<file path="src/zic_pkg.sv">
package zic_pkg;

	// Widths of the MMR bus and the source index
	localparam int ZIC_ADDR_W = 16;
	localparam int ZIC_DATA_W = 32;
	localparam int ZIC_BYTE_W = 8;
	localparam int ZIC_IDX_W  = 6;

	typedef logic [ZIC_ADDR_W-1:0] zic_addr_t;
	typedef logic [ZIC_DATA_W-1:0] zic_data_t;
	typedef logic [ZIC_BYTE_W-1:0] zic_byte_t;
	typedef logic [ZIC_IDX_W-1:0]  zic_irq_idx_t;

	// Each source owns four byte addresses
	localparam int ZIC_OFS_W      = 2;
	localparam int ZIC_REG_STRIDE = 4;

	// Register offset inside a source slot
	typedef enum logic [ZIC_OFS_W-1:0]
	{
		ZIC_SEL_IP   = 2'd0,
		ZIC_SEL_IE   = 2'd1,
		ZIC_SEL_ATTR = 2'd2,
		ZIC_SEL_CTL  = 2'd3
	} zic_reg_sel_e;

	localparam zic_byte_t ZIC_ATTR_VAL = 8'hC0;

	// CTL reset values fall by a fixed step from source 0 upwards
	localparam zic_byte_t ZIC_CTL_RST_TOP  = 8'hFF;
	localparam int        ZIC_CTL_RST_STEP = 4;

	function automatic zic_byte_t zic_ctl_reset_value(input zic_irq_idx_t idx);
		zic_byte_t dec;
		dec = zic_byte_t'(ZIC_CTL_RST_STEP * int'(idx));
		return ZIC_CTL_RST_TOP - dec;
	endfunction

endpackage

</file>
<file path="src/zic_wr_if.sv">
`timescale 1ns/100ps

// Decoded register write, one strobe per writable register
interface zic_wr_if;

	logic                   wr_ip;
	logic                   wr_ie;
	logic                   wr_ctl;
	zic_pkg::zic_irq_idx_t  wr_idx;
	zic_pkg::zic_data_t     wr_data;

	modport decoder
	(
		output wr_ip,
		output wr_ie,
		output wr_ctl,
		output wr_idx,
		output wr_data
	);

	modport bank
	(
		input wr_ip,
		input wr_ie,
		input wr_ctl,
		input wr_idx,
		input wr_data
	);

endinterface

</file>
<file path="src/zic_mmr_decode.sv">
`timescale 1ns/100ps

module zic_mmr_decode #(
	parameter int                 NUM_IRQ  = 48,
	parameter zic_pkg::zic_addr_t MMR_BASE = 16'h1000
)
(
	input  zic_pkg::zic_addr_t      wr_addr_i,
	input  zic_pkg::zic_data_t      wr_data_i,
	input  logic                    wr_en_i,
	input  zic_pkg::zic_addr_t      rd_addr_i,
	input  logic                    rd_en_i,
	zic_wr_if.decoder               wr,
	output logic                    rd_req_o,
	output logic                    rd_oob_o,
	output zic_pkg::zic_irq_idx_t   rd_idx_o,
	output zic_pkg::zic_reg_sel_e   rd_sel_o
);

	localparam int MAP_LO = int'(MMR_BASE);
	localparam int MAP_HI = int'(MMR_BASE) + zic_pkg::ZIC_REG_STRIDE * NUM_IRQ;

	function automatic logic in_map(input zic_pkg::zic_addr_t addr);
		return (int'(addr) >= MAP_LO) && (int'(addr) < MAP_HI);
	endfunction

	zic_pkg::zic_addr_t     wr_ofs;
	zic_pkg::zic_addr_t     rd_ofs;
	zic_pkg::zic_reg_sel_e  wr_sel;
	logic                   wr_hit;
	logic                   rd_hit;

	// Offset from the base, split into source index and register select
	assign wr_ofs = wr_addr_i - MMR_BASE;
	assign rd_ofs = rd_addr_i - MMR_BASE;
	assign wr_hit = in_map(wr_addr_i);
	assign rd_hit = in_map(rd_addr_i);
	assign wr_sel = zic_pkg::zic_reg_sel_e'(wr_ofs[zic_pkg::ZIC_OFS_W-1:0]);

	assign wr.wr_idx  = wr_ofs[zic_pkg::ZIC_OFS_W +: zic_pkg::ZIC_IDX_W];
	assign wr.wr_data = wr_data_i;

	always_comb
	begin
		wr.wr_ip  = 1'b0;
		wr.wr_ie  = 1'b0;
		wr.wr_ctl = 1'b0;
		if (wr_en_i && wr_hit)
		begin
			case (wr_sel)
				zic_pkg::ZIC_SEL_IP:  wr.wr_ip  = 1'b1;
				zic_pkg::ZIC_SEL_IE:  wr.wr_ie  = 1'b1;
				zic_pkg::ZIC_SEL_CTL: wr.wr_ctl = 1'b1;
				// ATTR is read only
				default: ;
			endcase
		end
	end

	assign rd_req_o = rd_en_i && rd_hit;
	assign rd_oob_o = rd_en_i && !rd_hit;
	assign rd_idx_o = rd_ofs[zic_pkg::ZIC_OFS_W +: zic_pkg::ZIC_IDX_W];
	assign rd_sel_o = zic_pkg::zic_reg_sel_e'(rd_ofs[zic_pkg::ZIC_OFS_W-1:0]);

	// Range check needs a known address on every enabled access
	always_comb
	begin
		a_wr_addr_known: assert #0 (!wr_en_i || !$isunknown(wr_addr_i))
			else $error("write enabled with unknown address");
		a_rd_addr_known: assert #0 (!rd_en_i || !$isunknown(rd_addr_i))
			else $error("read enabled with unknown address");
	end

endmodule

</file>
<file path="src/zic_pend_en_bank.sv">
`timescale 1ns/100ps

module zic_pend_en_bank #(
	parameter int NUM_IRQ = 48
)
(
	input  logic                zic_clk,
	input  logic                zic_rst,
	input  logic                wdt_reset_i,
	zic_wr_if.bank              wr,
	input  logic [NUM_IRQ-1:0]  zic_int_pending_i,
	input  logic                zic_int_pending_valid_i,
	input  logic [NUM_IRQ-1:0]  zic_int_enable_i,
	input  logic                zic_int_enable_valid_i,
	output logic [NUM_IRQ-1:0]  ip_o,
	output logic [NUM_IRQ-1:0]  ie_o,
	output logic [NUM_IRQ-1:0]  zic_int_en_o
);

	logic [NUM_IRQ-1:0] ip_q;
	logic [NUM_IRQ-1:0] ie_q;
	logic [NUM_IRQ-1:0] ip_nxt;
	logic [NUM_IRQ-1:0] ie_nxt;

	// Hardware load replaces the whole vector, a software write then overrides one bit
	function automatic logic [NUM_IRQ-1:0] next_vec(
		input logic [NUM_IRQ-1:0]    cur,
		input logic                  hw_valid,
		input logic [NUM_IRQ-1:0]    hw_vec,
		input logic                  sw_wr,
		input zic_pkg::zic_irq_idx_t sw_idx,
		input logic                  sw_bit
	);
		logic [NUM_IRQ-1:0] nxt;
		nxt = hw_valid ? hw_vec : cur;
		if (sw_wr)
		begin
			nxt[sw_idx] = sw_bit;
		end
		return nxt;
	endfunction

	assign ip_nxt = next_vec(ip_q, zic_int_pending_valid_i, zic_int_pending_i,
		wr.wr_ip, wr.wr_idx, wr.wr_data[0]);
	assign ie_nxt = next_vec(ie_q, zic_int_enable_valid_i, zic_int_enable_i,
		wr.wr_ie, wr.wr_idx, wr.wr_data[0]);

	always_ff @(posedge zic_clk or negedge zic_rst)
	begin
		if (!zic_rst)
		begin
			ip_q <= '0;
			ie_q <= '0;
		end
		else if (wdt_reset_i)
		begin
			ip_q <= '0;
			ie_q <= '0;
		end
		else
		begin
			ip_q <= ip_nxt;
			ie_q <= ie_nxt;
		end
	end

	assign ip_o = ip_q;
	assign ie_o = ie_q;

	// Enable vector leaves straight from the IE flops
	assign zic_int_en_o = ie_q;

	a_pend_known: assert property (@(posedge zic_clk) disable iff (!zic_rst)
		zic_int_pending_valid_i |-> !$isunknown(zic_int_pending_i))
		else $error("pending load vector has X bits");

	a_en_known: assert property (@(posedge zic_clk) disable iff (!zic_rst)
		zic_int_enable_valid_i |-> !$isunknown(zic_int_enable_i))
		else $error("enable load vector has X bits");

endmodule

</file>
<file path="src/zic_level_bank.sv">
`timescale 1ns/100ps

module zic_level_bank #(
	parameter int NUM_IRQ = 48
)
(
	input  logic                zic_clk,
	input  logic                zic_rst,
	input  logic                wdt_reset_i,
	zic_wr_if.bank              wr,
	output zic_pkg::zic_byte_t  ctl_o [NUM_IRQ]
);

	zic_pkg::zic_byte_t ctl_q [NUM_IRQ];

	for (genvar g = 0; g < NUM_IRQ; g++)
	begin : g_ctl
		localparam zic_pkg::zic_byte_t RST_VAL =
			zic_pkg::zic_ctl_reset_value(zic_pkg::zic_irq_idx_t'(g));

		logic hit;

		assign hit = wr.wr_ctl && (wr.wr_idx == zic_pkg::zic_irq_idx_t'(g));

		// Power-on value follows the per-source rule, watchdog forces zero
		always_ff @(posedge zic_clk or negedge zic_rst)
		begin
			if (!zic_rst)
			begin
				ctl_q[g] <= RST_VAL;
			end
			else if (wdt_reset_i)
			begin
				ctl_q[g] <= '0;
			end
			else if (hit)
			begin
				ctl_q[g] <= wr.wr_data[zic_pkg::ZIC_BYTE_W-1:0];
			end
		end
	end

	assign ctl_o = ctl_q;

endmodule

</file>
<file path="src/zic_mmr_readback.sv">
`timescale 1ns/100ps

module zic_mmr_readback #(
	parameter int NUM_IRQ = 48
)
(
	input  logic                   zic_clk,
	input  logic                   zic_rst,
	input  logic                   rd_req_i,
	input  logic                   rd_oob_i,
	input  zic_pkg::zic_irq_idx_t  rd_idx_i,
	input  zic_pkg::zic_reg_sel_e  rd_sel_i,
	input  logic [NUM_IRQ-1:0]     ip_i,
	input  logic [NUM_IRQ-1:0]     ie_i,
	input  zic_pkg::zic_byte_t     ctl_i [NUM_IRQ],
	output zic_pkg::zic_data_t     zic_mmr_read_data_o,
	output logic                   zic_mmr_read_valid_o
);

	zic_pkg::zic_data_t src_word;
	zic_pkg::zic_data_t rd_word;
	logic               valid_q;

	// CTL | ATTR | IE | IP, one byte each
	assign src_word = {ctl_i[rd_idx_i], zic_pkg::ZIC_ATTR_VAL,
		7'd0, ie_i[rd_idx_i], 7'd0, ip_i[rd_idx_i]};

	// Every offset of a source returns the whole packed word
	assign rd_word = rd_req_i ? src_word : '0;

	always_ff @(posedge zic_clk or negedge zic_rst)
	begin
		if (!zic_rst)
		begin
			valid_q <= 1'b0;
		end
		else
		begin
			valid_q <= rd_req_i || rd_oob_i;
		end
	end

	always_ff @(posedge zic_clk)
	begin
		if (rd_req_i || rd_oob_i)
		begin
			zic_mmr_read_data_o <= rd_word;
		end
	end

	assign zic_mmr_read_valid_o = valid_q;

	a_rd_latency: assert property (@(posedge zic_clk) disable iff (!zic_rst)
		(rd_req_i || rd_oob_i) |=>
			(zic_mmr_read_valid_o && !$isunknown(zic_mmr_read_data_o)))
		else $error("no valid known read word one cycle after request");

endmodule

</file>
<file path="src/zic_mmr_ctrl.sv">
`timescale 1ns/100ps

module zic_mmr_ctrl #(
	parameter int                 NUM_IRQ  = 48,
	parameter zic_pkg::zic_addr_t MMR_BASE = 16'h1000
)
(
	input  logic                zic_clk,
	input  logic                zic_rst,
	input  logic                wdt_reset_i,
	input  zic_pkg::zic_addr_t  zic_mmr_write_addr_i,
	input  zic_pkg::zic_data_t  zic_mmr_write_data_i,
	input  logic                zic_mmr_write_en_i,
	input  zic_pkg::zic_addr_t  zic_mmr_read_addr_i,
	input  logic                zic_mmr_read_en_i,
	input  logic [NUM_IRQ-1:0]  zic_int_pending_i,
	input  logic                zic_int_pending_valid_i,
	input  logic [NUM_IRQ-1:0]  zic_int_enable_i,
	input  logic                zic_int_enable_valid_i,
	output logic [NUM_IRQ-1:0]  zic_int_en_o,
	output zic_pkg::zic_data_t  zic_mmr_read_data_o,
	output logic                zic_mmr_read_valid_o
);

	logic                   rd_req;
	logic                   rd_oob;
	zic_pkg::zic_irq_idx_t  rd_idx;
	zic_pkg::zic_reg_sel_e  rd_sel;
	logic [NUM_IRQ-1:0]     ip;
	logic [NUM_IRQ-1:0]     ie;
	zic_pkg::zic_byte_t     ctl [NUM_IRQ];

	zic_wr_if wr_bus ();

	zic_mmr_decode #(
		.NUM_IRQ  (NUM_IRQ),
		.MMR_BASE (MMR_BASE)
	) u_decode (
		.wr_addr_i (zic_mmr_write_addr_i),
		.wr_data_i (zic_mmr_write_data_i),
		.wr_en_i   (zic_mmr_write_en_i),
		.rd_addr_i (zic_mmr_read_addr_i),
		.rd_en_i   (zic_mmr_read_en_i),
		.wr        (wr_bus),
		.rd_req_o  (rd_req),
		.rd_oob_o  (rd_oob),
		.rd_idx_o  (rd_idx),
		.rd_sel_o  (rd_sel)
	);

	zic_pend_en_bank #(
		.NUM_IRQ (NUM_IRQ)
	) u_pend_en (
		.zic_clk                 (zic_clk),
		.zic_rst                 (zic_rst),
		.wdt_reset_i             (wdt_reset_i),
		.wr                      (wr_bus),
		.zic_int_pending_i       (zic_int_pending_i),
		.zic_int_pending_valid_i (zic_int_pending_valid_i),
		.zic_int_enable_i        (zic_int_enable_i),
		.zic_int_enable_valid_i  (zic_int_enable_valid_i),
		.ip_o                    (ip),
		.ie_o                    (ie),
		.zic_int_en_o            (zic_int_en_o)
	);

	zic_level_bank #(
		.NUM_IRQ (NUM_IRQ)
	) u_level (
		.zic_clk     (zic_clk),
		.zic_rst     (zic_rst),
		.wdt_reset_i (wdt_reset_i),
		.wr          (wr_bus),
		.ctl_o       (ctl)
	);

	zic_mmr_readback #(
		.NUM_IRQ (NUM_IRQ)
	) u_readback (
		.zic_clk              (zic_clk),
		.zic_rst              (zic_rst),
		.rd_req_i             (rd_req),
		.rd_oob_i             (rd_oob),
		.rd_idx_i             (rd_idx),
		.rd_sel_i             (rd_sel),
		.ip_i                 (ip),
		.ie_i                 (ie),
		.ctl_i                (ctl),
		.zic_mmr_read_data_o  (zic_mmr_read_data_o),
		.zic_mmr_read_valid_o (zic_mmr_read_valid_o)
	);

endmodule

</file>
<file path="config.mk">
export PLATFORM = sky130hd
export DESIGN_NAME = zic_mmr_ctrl
export DESIGN_NICKNAME = d
export VERILOG_FILES = /design/src/zic_pkg.sv /design/src/zic_wr_if.sv /design/src/zic_mmr_decode.sv /design/src/zic_pend_en_bank.sv /design/src/zic_level_bank.sv /design/src/zic_mmr_readback.sv /design/src/zic_mmr_ctrl.sv
export SDC_FILE = /design/constraint.sdc
export NUM_CORES = 1
export LEC_CHECK = 0
export BUFFER_PORTS_ARGS = -buffer_cell sky130_fd_sc_hd__buf_2
export CORE_MARGIN = 8
export CORE_UTILIZATION = 35
export CTS_BUF_LIST = sky130_fd_sc_hd__clkbuf_8
export CTS_CLUSTER_DIAMETER = 50
export CTS_CLUSTER_SIZE = 40
export DETAILED_ROUTE_END_ITERATION = 8
export GPL_TIMING_DRIVEN = 0
export PLACE_DENSITY_LB_ADDON = 0.12
export SYNTH_ARGS = -nofsm -noshare
export SYNTH_HDL_FRONTEND = slang
export SYNTH_SLANG_ARGS = --single-unit
</file>
<file path="constraint.sdc">
create_clock -name zic_clk -period 2.5 [get_ports zic_clk]
set_clock_uncertainty 0.15 [all_clocks]
set_input_delay 0 -clock zic_clk [delete_from_list [all_inputs] [get_ports zic_clk]]
set_output_delay 0 -clock zic_clk [all_outputs]
set_load 0.005 [all_outputs]
</file>
After elaboration in Yosys (flattened, before gate mapping)
Cells that the tools add are included.

word-level totals
  bits in registers = 513
  latch bits = 0
  memory bits (writable) = 0
  memory bits (read-only) = 0
  output and inout bits = 81
  word-level logic and storage cells = 339
  memories = 0

operators by class
  $add $sub $neg = 2
  multipliers = 0
  div/mod/pow operators = 0
  order comparisons = 8
  equality and inequality tests = 49
  shift-type cells = 0
  multiplexer cells = 120
  bitwise gates (word level) = 1
  reduce and logical (&&, ||, !) cells = 106

operator list
  operator              number
  $mux 8                98
  $mux 48               6
  $bwmux 48             2
  $eq 6x5->1 const B    16
  $eq 6x6->1 const B    16
  $reduce_bool 2->1     48
  $logic_and 1x1->1     54
  $bmux 8 s6            1
  $eq 6x4->1 const B    8
  $ge 16x13->1 const B  2
  $lt 16x13->1 const B  2
  $eq 6x3->1 const B    4
  $mux 24               1
  $sub 8x1->8 const B   2
  $lt 6x7->1 const B    2
  $bmux 1 s6            2
  $eq 6x2->1 const B    2
  $mux 1                9
  $ge 7x7->1 const B    1
  $not 6->7             1
  $demux 1 s6           1
  $eq 6x1->1 const B    1
  $ge 6x1->1 const B    1
  $logic_not 6->1       1
  other kinds (5)       5

Logic depth before layout (Yosys ltp)
Gate-level depths: netlist of run 1.

  depth in word-level cells = 8
  mapped depth = 9
  depth with buffers taken out = 5

Modules after synthesis
A second synthesis of run 1 with hierarchy kept.

unflattened totals
  cell total of the unflattened synthesis = 2343
  area total of the unflattened synthesis = 28064.4 um^2

modules (own cells, without submodules)
  module            times used  cells each  area an instance (um^2)
  zic_level_bank    1           1324        17232.8
  zic_pend_en_bank  1           573         5940.7
  zic_mmr_readback  1           384         4451.8
  zic_mmr_decode    1           62          439.2

Least setup slack after synthesis of run 1
Ideal clock, no wire load.

  path kind = input to register
  start = input port zic_mmr_read_addr_i[2]
  end = register u_readback.zic_mmr_read_data_o[27] (data pin)
  library setup time = 0.256 ns
  arrival time = 1.780 ns
  data required time = 2.094 ns
  path slack = 0.313 ns
  cell stages on the path = 6
  buffers on the path = 3
  cells stage by stage = clkbuf_1 buf_2 buf_2 mux4_2 mux4_2 a22o_1

between the ends
  longest elaborated chain between the ends = 5

RTL lines
  element                                     RTL line                RTL
  from (decl)                                 zic_mmr_ctrl.sv:14      input zic_pkg::zic_addr_t zic_mmr_read_addr_i,
  $sub 8x1->8                                 zic_mmr_decode.sv:35    assign rd_ofs = rd_addr_i - MMR_BASE;
  $not 6->7 (implied by the code)             zic_mmr_readback.sv:25  assign src_word = {ctl_i[rd_idx_i], zic_pkg::ZIC_ATTR_VAL,
  $bmux 8 s6                                  zic_mmr_readback.sv:25
  $mux 8 (implied by the code) (2 in series)  zic_mmr_readback.sv:25
  to (signal assigned)                        zic_mmr_readback.sv:47  zic_mmr_read_data_o <= rd_word;
  to (decl)                                   zic_mmr_readback.sv:16  output zic_pkg::zic_data_t zic_mmr_read_data_o,

Several ways; a longest one is shown, not always the timed one. The select of a mux whose other input is x is not followed.
A chain may end at the register's enable or synchronous reset.

Worst setup path in the final report of run 1
  start = register u_pend_en.ie_q[15] (netlist: u_pend_en.ie_o[15])
  end = register u_readback.zic_mmr_read_data_o[8] (data pin)

between the ends
  longest elaborated chain between the ends = 2

RTL lines
  element                       RTL line                RTL
  from (decl)                   zic_pend_en_bank.sv:21  logic [NUM_IRQ-1:0] ie_q;
  from (signal assigned)        zic_pend_en_bank.sv:63  ie_q <= ie_nxt;
  $bmux 1 s6                    zic_mmr_readback.sv:26  7'd0, ie_i[rd_idx_i], 7'd0, ip_i[rd_idx_i]};
  $mux 1 (implied by the code)  zic_mmr_readback.sv:26

Every way passes these cells. The select of a mux whose other input is x is not followed.

==> results of run 1 <==
[cells in the final DEF, fill, tap and decap left out, types with 6 or more instances in the layout]
cell / count
clkinv_2: 8
clkbuf_1: 131
nand2b_1: 6
inv_6: 10
mux2_2: 33
nor2_1: 392
and4bb_2: 6
a21oi_1: 32
buf_2: 211
dlygate4sd3_1: 179
inv_1: 14
nor3_4: 42
a311oi_1: 13
clkbuf_2: 17
buf_4: 28
o21ai_0: 27
inv_8: 14
clkbuf_8: 70
conb_1: 20
nand2_1: 48
clkinv_4: 6
or3_1: 26
buf_6: 6
o21a_1: 60
mux4_2: 134
dfrtp_1: 225
a221oi_1: 12
nor2b_1: 24
nor3_1: 124
mux2i_1: 451
buf_12: 10
dfstp_2: 256
edfxtp_1: 11
diode_2: 9
[per-layer routing]
layer / wire, um / vias up / GRT usage (%)
met2: 50400 / 1014 / 40.0
li1: - / 8918 / -
met1: 47400 / 11100 / 34.8
met3: 8430 / 226 / 5.35
met4: 3840 / 2 / 8.22
met5: 12 / - / 0
[final cells by class]
| cell class | count | area (um2) | share of cell area, % |
|---|---|---|---|
| inverters | 7 | 26.3 | 0.0807 |
| well taps | 978 | 1220 | 3.76 |
| multi-input cells | 1515 | 12900 | 39.7 |
| clock inverters | 56 | 586 | 1.80 |
| plain buffers | 217 | 1040 | 3.20 |
| diodes | 9 | 22.5 | 0.0692 |
| flip-flops and latches | 492 | 12700 | 39.0 |
| clock buffers | 70 | 963 | 2.96 |
| repair buffers | 382 | 3090 | 9.50 |
[worst max path at each step]
stage                                       start                                  to  slack (ns)  depth (start not counted)
after floorplan            zic_mmr_read_addr_i[2]  u_readback.zic_mmr_read_data_o[27]        0.31                          6
after global placement                    zic_rst                   u_level.ctl_o[45]       -8.74                          1
after detailed placement   zic_mmr_read_addr_i[2]  u_readback.zic_mmr_read_data_o[27]       -1.38                          7
after CTS                  zic_mmr_read_addr_i[3]  u_readback.zic_mmr_read_data_o[30]       -0.04                          8
after global routing      zic_mmr_write_addr_i[1]                  u_pend_en.ie_o[36]       -0.02                         10
final                          u_pend_en.ie_o[15]   u_readback.zic_mmr_read_data_o[8]       0.008                          4
[power by group]
group	switching, uW	leakage [uW]	total [uW]	internal, uW
Clock	3950	0.000819	7370	3420
Sequential	82.6	0.00582	8180	8100
Combinational	1270	0.00596	2010	741
[logic make-up after synthesis]
kind of cell | synth area share, %
AOI/OAI and AO/OA | 4.51
other | 0.0142
buffers and inverters | 3.74
muxes | 29.8
DFF | 47.9
and+or+nand+nor | 14.0
[repair_timing]
item | CTS | global route
hold buffers | 177 | 4
cloned | 0 | 0
endpoints found under the hold margin | 606 | 7
setup endpoints to repair | 10 | 87
pin swaps | 0 | 11
buffers inserted | 0 | 12
resized for setup | 18 | 38
[synth_stat cells (26+ instances only)]
cell	instances	area, um2
dfstp_2	256	6730
nor3_4	42	683
dfrtp_1	225	5630
clkbuf_1	149	559
buf_2	31	155
o21ai_0	28	140
nor3_1	126	631
mux2_2	33	372
mux2i_1	451	4510
nor2_1	393	1480
a21oi_1	32	160
o21a_1	60	450
nand2_1	49	184
or3_1	26	163
mux4_2	134	3020
[registers in the layout, indices dropped and copies added, names as in the netlist]
register                         count
u_level.ctl_o                      384
u_pend_en.ie_o                      48
u_pend_en.ip_o                      48
u_readback.zic_mmr_read_data_o      11
u_readback.zic_mmr_read_valid_o      1
[through the flow]
stage                     setup WS [ns]  utilization [%]  power (uW)   TNS, ns
after floorplan                   0.313                -        9140         0
final                           0.00770             43.2       17600         0
after global placement            -8.74             38.1       10000  -3359.15
after CTS                       -0.0434             42.7       17700   -0.0854
after global routing            -0.0196             43.1       18100   -0.0196
after detailed placement          -1.38             38.2       10100    -21.54
[worst max-delay path, cell delays in order, from the launching register on]
cell and delay, ns:
dfrtp_1 0.47, mux4_2 0.60, mux2_2 0.34, a21oi_1 0.43, o2bb2ai_1 0.20
==> out/metrics.csv, run 1 <==
stage,metric,value,unit
sta,RSZ-0062 raised after global routing,true,
synthesis,sequential-to-total area share from yosys stat,47.9,%
status,violated checks,negative hold slack,
clock_tree,clk root buf,clkbuf_8,
sta,pins over their slew limit,0,
critical_path,CP required,2.76,ns
die,# IOs,248,
clock_tree,clock sinks,492,
die,core area,75400,um2
route,drt total wl,110,mm
clock_tree,Worst-Skew Late Latency,0.72,ns
place,GPL Wtd Cong,0.907,
critical_path,critical path launch point type,register,
synthesis,Synth Register Bits,492,
die,chip height,291,um
route,drt wl/cell,29.5,um
die,Rows,101,
place,Final HPWL DP,77.3,mm
synthesis,top_reg_cell synth,dfstp_2,
final_layout,Finished Layout Cells,3726,
sta,Slew @ Worst Pin,1.35,ns
critical_path,R2R Setup Slk,0.008,ns
power,Peak supply drop,0.370,mV
synthesis,syn avg cell area,12.0,um2
sta,final setup violation count,0,
final_layout,Filler cells,7078,
global_routing,GRT Residual Overflow,0,
synthesis,Post-synth EDFFs,11,
global_routing,first-pass GRT wire length,158,mm
critical_path,worst reg2reg endpoint,u_readback.zic_mmr_read_data_o[8],
route,routed via count,21200,
global_routing,vias in the first global route,21400,
power,PD cells,539,nW/um2
synthesis,Post-Syn Area,26500,um2
status,outcome,"complete, but fails checks",
global_routing,initial antenna violation count,9,
global_routing,largest net degree at the start of global routing,115,
place,placed cell area,28800,um2
clock_tree,"Reg clk slew, reported paths",0.09,ns
min_path,Hold Startpoint,zic_mmr_write_addr_i[0],
critical_path,crit path capture type,register,
sta,FMAX,401,MHz
sta,"Hold Vio Cnt, Final",1,
die,die width,291,um
global_routing,GRT Overall Usage,25.4,%
sta,Final Cycle Share,99.7,%
route,DRT Pass-1 Iters,6,
clock_tree,cts bufs inserted,68,
die,Starting Density,35.1,%
route,Final ANT Viol Nets,0,
min_path,Hold Crit Class,primary input to register,
job,max-cap viol count,0,
synthesis,Netlist cell types,51,
sta,Slew HR,9.77,%
critical_path,crit path kind,register to register,
critical_path,worst-path maximum fanout,3,
power,Lkg Pwr,0.0126,uW
place,Port-buffer cells,185,
critical_path,crit path DAT,2.75,ns
route,number of remaining DRC errors,0,
place,Cells after DPL,3398,
min_path,Worst Hold Endpoint,u_pend_en.ip_o[23],
route,vias per cell,5.69,
final_layout,"Area growth, synth to finish",22.9,%
critical_path,R2R depth,4,
clock_tree,H-tree depth,3,
synthesis,Synth async-reset ratio,97.8,%
clock_tree,CTS tree,done,
synthesis,Synth Instances,2212,
final_layout,Nets,2850,
min_path,Hold Path Depth,6,
sta,Hold WS,-0.0108,ns
clock_tree,Max clock buf depth,3,
final_layout,ratio of cells with drive above 1 in the final layout,32.3,%
critical_path,Reg-to-Reg Start,u_pend_en.ie_o[15],
synthesis,yosys warns,0,
die,die area,84800,um2
route,drt initial violations,2119,
sta,Final Critical Period,2.49,ns
final_layout,post-route cell area,32600,um2
No activity file was read; power rests on OpenSTA's default activity.
==> run 2: changes to the inputs <==
--- a/config.mk
+++ b/config.mk
@@ -13,6 +13,7 @@
 export CTS_CLUSTER_SIZE = 40
 export DETAILED_ROUTE_END_ITERATION = 8
 export GPL_TIMING_DRIVEN = 0
+export MAX_ROUTING_LAYER = met4
 export PLACE_DENSITY_LB_ADDON = 0.12
 export SYNTH_ARGS = -nofsm -noshare
 export SYNTH_HDL_FRONTEND = slang
==> out/metrics.csv, run 2 (synthesis gave the netlist of run 1 again) <==
stage,metric,value,unit,change
status,outcome,"complete, but fails checks",,
status,violated checks,"negative hold slack, negative setup slack",,
die,Rows,101,,unchanged
final_layout,most frequent cells in the layout,"mux2i_1, nor2_1, dfstp_2",,
sta,Slew @ Worst Pin,1.30,ns,-0.0537 ns
route,drt initial violations,2046,,-3.4%
final_layout,"commonest non-fill, non-tap cell in the layout",mux2i_1,,
sta,FMAX,389,MHz,-3.1%
final_layout,Largest register FFs,384,,unchanged
die,chip height,291,um,unchanged
route,drt wl/cell,29.4,um,-0.42%
route,Final ANT Viol Nets,0,,unchanged
sta,pins over their slew limit,0,,unchanged
die,core area,75400,um2,unchanged
critical_path,CP dominant cell by count,buf_4,,
place,pre-CTS WS,-1.40,ns,-0.0221 ns
global_routing,GRT Overall Usage,25.8,%,+0.45 points
sta,Final Cycle Share,103,%,+3.2 points
critical_path,R2R Setup Slk,0.11,ns,+0.10 ns
power,PD cells,555,nW/um2,+2.9%
route,DRT Pass-1 Iters,5,,-1
sta,Final Critical Period,2.57,ns,+0.0789 ns
power,P_sw,5170,uW,-2.6%
final_layout,Nets,2820,,-1.1%
place,Final HPWL DP,77.5,mm,+0.24%
power,Clock Power Share,43.1,%,+1.1 points
power,Peak supply drop,0.333,mV,-10%
sta,Slew HR,13.4,%,+3.6 points
clock_tree,clk root buf,clkbuf_8,,
sta,final setup violation count,3,,+3
place,Port-buffer cells,185,,unchanged
critical_path,max incr delay on CP,0.61,ns,about the same
clock_tree,cts bufs inserted,73,,+7.4%
sta,RSZ-0062 raised after global routing,true,,
critical_path,CP required,2.75,ns,about the same
clock_tree,cts hold-fix bufs,158,,-11%
clock_tree,Max clock buf depth,3,,unchanged
global_routing,initial antenna violation count,14,,+5
clock_tree,clock sinks,492,,unchanged
power,power share of the sequential group,45.8,%,-0.8 points
sta,Hold WS,-0.188,ns,-0.177 ns
clock_tree,"Reg clk slew, reported paths",0.09,ns,about the same
critical_path,crit path capture type,register,,
place,GPL Wtd Cong,0.912,,+0.56%
place,placed cell area,28900,um2,about the same
critical_path,Top Family by Delay on Critical Path,buffers and inverters,,
final_layout,"Area growth, synth to finish",21.6,%,
clock_tree,Worst-Skew Late Latency,0.71,ns,about the same
critical_path,Crit-path slowest cell,mux4_2,,
die,Starting Density,35.1,%,unchanged
final_layout,ratio of cells with drive above 1 in the final layout,32.1,%,-0.22 points
power,Gate power share,11.2,%,-0.3 points
die,die area,84800,um2,unchanged
critical_path,worst-path maximum fanout,10,,+7
final_layout,post-route cell area,32200,um2,-1.0%
route,vias per cell,5.68,,-0.28%
die,die width,291,um,unchanged
global_routing,GRT Residual Overflow,0,,unchanged
power,Lkg Pwr,0.0125,uW,-1.1%
power,sw frac,28.9,%,-1.3 points
die,# IOs,248,,unchanged
sta,setup ws final,-0.0712,ns,-0.0789 ns
global_routing,vias in the first global route,21400,,+0.094%
critical_path,critical path launch point type,primary input,,
job,max-cap viol count,0,,unchanged
global_routing,largest net degree at the start of global routing,113,,-1.7%
route,routed via count,21000,,-0.84%
power,internal power,12700,uW,+3.7%
route,number of remaining DRC errors,0,,unchanged
sta,"Hold Vio Cnt, Final",81,,+80
global_routing,first-pass GRT wire length,157,mm,-1.0%
critical_path,worst path buffer plus inverter count,3,,+3
clock_tree,CTS tree,done,,
critical_path,cell depth of the worst setup path,7,,+3
critical_path,crit path DAT,2.83,ns,+0.08 ns
critical_path,CP cell instances,"clkbuf_1, buf_4, buf_4, mux4_2, mux2_2, o21ai_0, o2bb2ai_1",,
critical_path,crit path kind,primary input to register,,
clock_tree,H-tree depth,3,,unchanged
min_path,Hold Crit Class,primary input to asynchronous set/reset pin,,
route,drt total wl,109,mm,-0.98%
critical_path,R2R depth,4,,unchanged
==> run 2: timing repair <==
action	4_1_cts	5_1_grt
setup endpoints to repair	10	19
resized for setup	18	15
pin swaps	0	3
hold endpoints to repair	536	81
buffers inserted	0	1
==> run 2: routing by layer <==
| layer | vias up | track usage (%) | share of wire (%) | wire length [um] |
|---|---|---|---|---|
| met1 | 11100 | 34.7 | 44 | 47700 |
| met2 | 938 | 39.8 | 46 | 50500 |
| met5 | - | - | 0 | 0 |
| met4 | 0 | 7.52 | 2.8 | 3080 |
| met3 | 174 | 4.91 | 7.1 | 7710 |
| li1 | 8869 | - | - | - |
==> run 2: per-stage QoR <==
step	power, uW	std cells	TNS (ns)	util, %
floorplan	9140	2231	0	-
global placement	10000	3394	-3360.58	38.1
detailed placement	10100	3399	-19.98	38.3
CTS	18000	3693	0	42.6
global route	18400	3702	-0.0187	42.7
finish	17900	3705	-0.131	42.7
==> run 2: final cells by class <==
| type | count | area [um2] |
|---|---|---|
| fillers | 7117 | 43200 |
| clock buffers | 81 | 1110 |
| diodes | 13 | 32.5 |
| multi-input cells | 1515 | 12900 |
| well taps | 978 | 1220 |
| plain buffers | 215 | 1010 |
| inverters | 7 | 26.3 |
| repair buffers | 349 | 2660 |
| clock inverters | 55 | 551 |
| flip-flops and latches | 492 | 12700 |
==> run 2: power by group through the flow <==
stage	sequential [uW]	clock, uW	combinational [uW]
after global placement	8310	0	1710
final	8180	7700	2000
after floorplan	8280	0	858
after global routing	8190	8150	2100
after CTS	8180	7830	1980
after detailed placement	8320	0	1760
==> run 2: worst min-delay path, delay by kind of cell <==
family	cells	cell delay, ns
buffers and inverters	3	1.05
==> run 2: path summary, 6_finish.rpt <==
path                                         from                                  to
min                                       zic_rst                  u_level.ctl_o[227]
min reg2reg                    u_level.ctl_o[268]                  u_level.ctl_o[268]
min in group zic_clk       zic_mmr_read_addr_i[5]  u_readback.zic_mmr_read_data_o[30]
max in group asynchronous                 zic_rst                   u_level.ctl_o[19]
max reg2reg                     u_pend_en.ie_o[8]   u_readback.zic_mmr_read_data_o[8]
max                        zic_mmr_read_addr_i[2]  u_readback.zic_mmr_read_data_o[24]
